$ cat config.mk
export PLATFORM = sky130hd
export DESIGN_NAME = control_unit
export DESIGN_NICKNAME = d
export VERILOG_FILES = /design/src/source/cpu_pkg.sv /design/src/source/control_unit.sv /design/src/source/micro_sequencer.sv
export VERILOG_INCLUDE_DIRS = /design/src /design/src/source
export SDC_FILE = /design/constraint.sdc
export NUM_CORES = 1
export LEC_CHECK = 0
export BUFFER_PORTS_ARGS = -buffer_cell sky130_fd_sc_hd__buf_2
export CELL_PAD_IN_SITES_DETAIL_PLACEMENT = 1
export CELL_PAD_IN_SITES_GLOBAL_PLACEMENT = 1
export CORE_UTILIZATION = 24
export DETAILED_ROUTE_END_ITERATION = 10
export GPL_TIMING_DRIVEN = 1
export MAX_ROUTING_LAYER = met4
export PLACE_DENSITY = 0.59
export RECOVER_POWER = 50
export SYNTH_ARGS = -nofsm -noshare
export SYNTH_HDL_FRONTEND = slang
export SYNTH_HIERARCHICAL = 1
export SYNTH_SLANG_ARGS = --single-unit
$ cat constraint.sdc
create_clock -name clk -period 2.1 [get_ports clk]
set_clock_uncertainty 0.05 [all_clocks]
set_input_delay 0.42 -clock clk [delete_from_list [all_inputs] [get_ports clk]]
set_output_delay 0.42 -clock clk [all_outputs]
set_load 0.01 [all_outputs]
$ cat src/source/cpu_defines.svh
`ifndef CPU_DEFINES_SVH
`define CPU_DEFINES_SVH

// Major opcodes of the supported RV32I subset.
`define OP_ARITH     7'b0110011
`define OP_ARITH_IMM 7'b0010011
`define OP_LOAD      7'b0000011
`define OP_STORE     7'b0100011
`define OP_BRANCH    7'b1100011
`define OP_JAL       7'b1101111
`define OP_JALR      7'b1100111
`define OP_ECALL     7'b1110011

`define HALT_CODE    32'd10  // Value in x17 that requests a halt.
`define MEM_WORDS    256
`define RESET_PC     32'h0000_0000

`endif
$ cat src/source/cpu_pkg.sv
`default_nettype none

package cpu_pkg;

    // Micro-states of the multicycle controller.
    typedef enum logic [3:0] {
        IF1, IF2, IF3, IF4,
        ID,
        EX1, EX2,
        MEM1, MEM2, MEM3, MEM4,
        WB
    } micro_state_t;

    typedef enum logic [1:0] {
        ADD_OP    = 2'b00,
        BRANCH_OP = 2'b01,
        FUNCT_OP  = 2'b10
    } alu_op_t;

    typedef struct packed {
        logic [6:0] funct7;
        logic [4:0] rs2;
        logic [4:0] rs1;
        logic [2:0] funct3;
        logic [4:0] rd;
        logic [6:0] opcode;
    } r_view_t;

    typedef struct packed {
        logic [11:0] imm12;
        logic [4:0]  rs1;
        logic [2:0]  funct3;
        logic [4:0]  rd;
        logic [6:0]  opcode;
    } i_view_t;

    // One instruction word, seen as register form or immediate form.
    typedef union packed {
        r_view_t r;
        i_view_t i;
    } instr_u;

endpackage

`default_nettype wire

$ cat src/source/control_unit.sv
`default_nettype none

`include "cpu_defines.svh"

module control_unit import cpu_pkg::*; (
    input  wire logic       clk,
    input  wire logic       reset,
    input  wire logic [6:0] opcode,
    input  wire logic       bcond,
    input  wire logic       halted,
    output logic            pc_write_cond,
    output logic            pc_write,
    output logic            pc_source,
    output logic            i_or_d,
    output logic            ir_write,
    output logic            mem_read,
    output logic            mem_write,
    output logic            mem_to_reg,
    output logic            reg_write,
    output alu_op_t         alu_op,
    output logic            alu_src_a,
    output logic [1:0]      alu_src_b
);

    micro_state_t state;
    micro_state_t next_state;

    micro_sequencer u_micro_sequencer (
        .state      (state),
        .opcode     (opcode),
        .bcond      (bcond),
        .next_state (next_state)
    );

    always_ff @(posedge clk) begin
        if (reset || halted) begin
            state <= IF1;  // A halted machine parks in fetch.
        end else begin
            state <= next_state;
        end
    end

    // alu_src_a picks PC or A. alu_src_b picks B, four or the immediate.
    always_comb begin
        pc_write_cond = 1'b0;
        pc_write      = 1'b0;
        pc_source     = 1'b0;
        i_or_d        = 1'b0;
        ir_write      = 1'b0;
        mem_read      = 1'b0;
        mem_write     = 1'b0;
        mem_to_reg    = 1'b0;
        reg_write     = 1'b0;
        alu_op        = ADD_OP;
        alu_src_a     = 1'b0;
        alu_src_b     = 2'b01;
        case (state)
            IF1: begin
                mem_read = 1'b1;
                ir_write = 1'b1;
            end
            IF2: begin
                if (opcode == `OP_ECALL) begin
                    pc_write = 1'b1;
                end else if (opcode == `OP_ARITH_IMM) begin
                    alu_src_a = 1'b1;
                    alu_src_b = 2'b10;
                    alu_op    = FUNCT_OP;
                end
            end
            IF3: begin
                alu_src_a = 1'b1;  // Effective address.
                alu_src_b = 2'b10;
            end
            IF4: begin
                mem_read = 1'b1;
                i_or_d   = 1'b1;
            end
            ID: begin
                reg_write  = 1'b1;
                mem_to_reg = 1'b1;
                pc_write   = 1'b1;
            end
            EX1: begin
                mem_write = 1'b1;
                i_or_d    = 1'b1;
                pc_write  = 1'b1;
            end
            EX2: begin
                alu_src_a = 1'b1;
                alu_src_b = 2'b00;
                alu_op    = FUNCT_OP;
            end
            MEM1: begin
                reg_write = 1'b1;
                pc_write  = 1'b1;
            end
            MEM2: begin
                alu_src_a     = 1'b1;
                alu_src_b     = 2'b00;
                alu_op        = BRANCH_OP;
                pc_write_cond = 1'b1;  // A branch not taken loads PC+4 from ALUOut.
                pc_source     = 1'b1;
            end
            MEM3: begin
                alu_src_b = 2'b10;
                pc_write  = 1'b1;
            end
            MEM4: begin
                reg_write = 1'b1;
                alu_src_b = 2'b10;
                pc_write  = 1'b1;
            end
            WB: begin
                reg_write = 1'b1;
                alu_src_a = 1'b1;
                alu_src_b = 2'b10;
                pc_write  = 1'b1;
            end
            default: ;
        endcase
        if (halted) begin
            pc_write_cond = 1'b0;
            pc_write      = 1'b0;
            ir_write      = 1'b0;
            mem_write     = 1'b0;
            reg_write     = 1'b0;
        end
    end

endmodule

`default_nettype wire

$ cat src/source/micro_sequencer.sv
`default_nettype none

`include "cpu_defines.svh"

module micro_sequencer import cpu_pkg::*; (
    input  micro_state_t     state,
    input  wire logic [6:0]  opcode,
    input  wire logic        bcond,
    output micro_state_t     next_state
);

    always_comb begin
        next_state = IF1;
        case (state)
            IF1: next_state = IF2;
            IF2: begin
                case (opcode)
                    `OP_ARITH:     next_state = EX2;
                    `OP_ARITH_IMM: next_state = MEM1;
                    `OP_LOAD:      next_state = IF3;
                    `OP_STORE:     next_state = IF3;
                    `OP_BRANCH:    next_state = MEM2;
                    `OP_JAL:       next_state = MEM4;
                    `OP_JALR:      next_state = WB;
                    default:       next_state = IF1;  // ecall and unknown words.
                endcase
            end
            IF3:  next_state = (opcode == `OP_STORE) ? EX1 : IF4;
            IF4:  next_state = ID;
            EX2:  next_state = MEM1;
            MEM2: next_state = bcond ? MEM3 : IF1;
            default: next_state = IF1;
        endcase
    end

endmodule

`default_nettype wire

==> metrics.md <==
| Metric | Value |
|---|---|
| DR WL/cell | roughly 13 um |
| Most common flop cell mapped by yosys | dfxtp_1 |
| Crit path max fanout | 12 |
| CP Cell Sequence | or3b_4 > o32ai_2 > buf_2 |
| Crit end category | primary output |
| Fin. Hold Viols | 0 |
| Most flop-heavy register | state |
| Status | completed |
| I/O Pins | 25 |
| Fmax | 0.510 GHz |
| Drt drc | 0 |
| Met2 GRT Util | around a quarter |
| Final worst-path cycle share | between 90% and 100% |
| CTS Buf Count | 3 |
| Detailed Route Iter0 Violations | 4 |
| Mapped cell area | approximately 560 um2 |
| GPL Wtd Cong | 0.816 |
| Fin area | between 700 and 800 um2 |
| Critical Path RT | about 1600 ps |
| Largest net degree at the start of global routing | 13 |
| Slew Limit Fails | 0 |
| Post-synth EDFFs | 0 |
| Max-Cap Viols | 0 |
| Post-DP HPWL | between 1000 and 1500 um |
| Ys Warns | 6 |
| Post-CTS setup buffer count | 0 |
| CTS max path bufs | 2 |
| # hold bufs at CTS | 0 |
| Max incr delay on CP | 440 ps |
| GR Util met1 | 15.1% |
| Port Buffers | 24 |
| Mapped Nets | between 80 and 90 |
| DRT Pass-1 Iters | 4 |
| Final setup vio count | 0 |
| Die width | 50.3 um |
| Biggest regs | state (4) |
| Seq cells post-synth | 4 |
| Rel. slew slack | a little under three quarters |
| Hold WC Path Type | input pin to flip-flop |
| Worst-margin pin slew | between 400 and 500 ps |
| Starting Density | between 20% and 30% |
| GR Layer Usage met3 | less than 1% |
| H-tree levels | 1 |
| CP delay by family, top | flip-flops |
| Gr usage total | approximately 14% |
| Vias in the first global route | between 600 and 700 |
| Max IR drop VDD | between 0.08 and 0.09 mV |
| CP arrival | around 1500 ps |
| Layer with the highest usage | met2 |
| Commonest cells after routing, fill and taps aside | buf_2, nor2_1, and2_0, nand4_1, clkbuf_1 |
| First-pass GRT wire length | approximately 2700 um |
| Worst setup path category | flip-flop to primary output |
| Final worst path period need | just under 2000 ps |
| Final wirelength | between 1500 and 2000 um |
| Vias | around 640 |
| Antenna Cells | 0 |
| Pwr/cell area | 315 nW/um2 |
| Static leakage | roughly 0.00028 uW |
| Synth area leaders | dfxtp_1, and2_1, nor2_1 |
| Core area | ~2200 um2 |
| Commonest non-fill, non-tap cell in the layout | buf_2 |
| Vias per cell | about 5.2 |
| Startpoint types | flip-flop |
| Site Rows | 17 |
| Antenna violations before repair | 0 |
| Max reg flops | 4 |
| Sink Count | 4 |
| CTS root buffer | clkbuf_4 |
| Synth area leader | dfxtp_1 |
| Seq/Total Area, Yosys | between 10% and 20% |
| Crit-path slowest cell | dfxtp_2 |
| Grt total ovfl | 0 |
| CTS tree | yes |
| Latest clock arrival within the worst-skew pair | 230 ps |
| Synthesized area per cell | about 8.0 um2 |
| Bufs and invs on worst path | 1 |
| Placed inst area | 698 um2 |
| Die ar. | around 2500 um2 |
| Die H | 50.3 um |
| CTS clk-pin slew, worst paths | 40 ps |
| Unrepaired setup endpoints after global routing | false |
| Post-route ant nets | 0 |
| Synth top area share | 14.3% |
| Share of layout cells above drive strength 1 | between 30% and 40% |
| Fin nets | ~110 |
| Unique masters post-synth | 40 |
| Synthesis-to-layout area growth | 26.6% |
| Fin Setup TNS | 0 ps |
| Asr flop ratio synth | 0% |
| Syn Inst Count | 70 |
path summary, 6_finish.rpt:
| check | from | to | slack, ps | cells past startpoint |
|---|---|---|---|---|
| max | state[0] | pc_write | 140 | 3 |
| min | reset | state[1] | 450 | 3 |
| max reg2reg | state[2] | state[2] | 710 | 4 |
| min reg2reg | state[1] | state[1] | 720 | 3 |
area by class of cell:
| class | count | area [um2] |
|---|---|---|
| Fill cell | 303 | 1500 |
| Multi-Input combinational cell | 62 | 444 |
| Timing Repair Buffer | 25 | 120 |
| Sequential cell | 4 | 82.6 |
| Tap cell | 28 | 35.0 |
| Clock buffer | 3 | 22.5 |
| Inverter | 1 | 3.75 |
worst reg2reg max path, cell delays in order (launching register included):
cell	delay, ps
dfxtp_1	570
and4b_1	300
nand4_1	150
o21ai_0	90
and2_0	130
cells by family after synthesis:
family,count (synthesis),synth area share [%]
AO/OA/AOI/OAI,17,24.8
flip-flops,4,14.3
XOR/XNOR,2,3.13
AND/OR/NAND/NOR,43,52.8
buffers and inverters,4,4.92
report_power, final:
part	leakage, uW	internal (uW)	switching, uW	total [uW]
clock	0.0000138	63.7	27.6	91.2
combinational	0.000237	23.0	26.7	49.7
sequential	0.0000333	77.9	3.91	81.9
per-stage QoR:
step                util [%]  power [uW]  instances  setup slack (ps)  hold WS (ps)
floorplan                  -         107         70               464           575
global placement        31.6         133        120               204           700
detailed placement      31.6         133        120               190           706
CTS                     32.6         229        123              5.51           454
global route            32.0         235        123              72.1           474
finish                  32.0         223        123               138           451
layer usage:
layer | vias up | part of all wire, %
met5 | - | 0
met4 | 0 | 1.2
met3 | 2 | 5.2
met2 | 30 | 49
met1 | 295 | 44
li1 | 317 | -
cell usage after synthesis, types with 2 or more instances:
library cell	number
xnor2_1	2
and2_1	5
o21ai_0	2
nand3_1	2
and4b_1	2
or2b_1	2
a22oi_1	2
nand4_1	3
nor2_1	8
nand2b_1	2
a21boi_0	2
nor3b_1	2
nand2_1	2
nor2b_1	3
o21ai_1	2
dfxtp_1	4
o211ai_1	2
repair_timing:
item / 4_1_cts / 5_1_grt
endpoints found under the setup margin: 1 / 2
gates resized for setup: 1 / 1
pin swaps: 0 / 0
No activity file was read; power rests on OpenSTA's default activity.
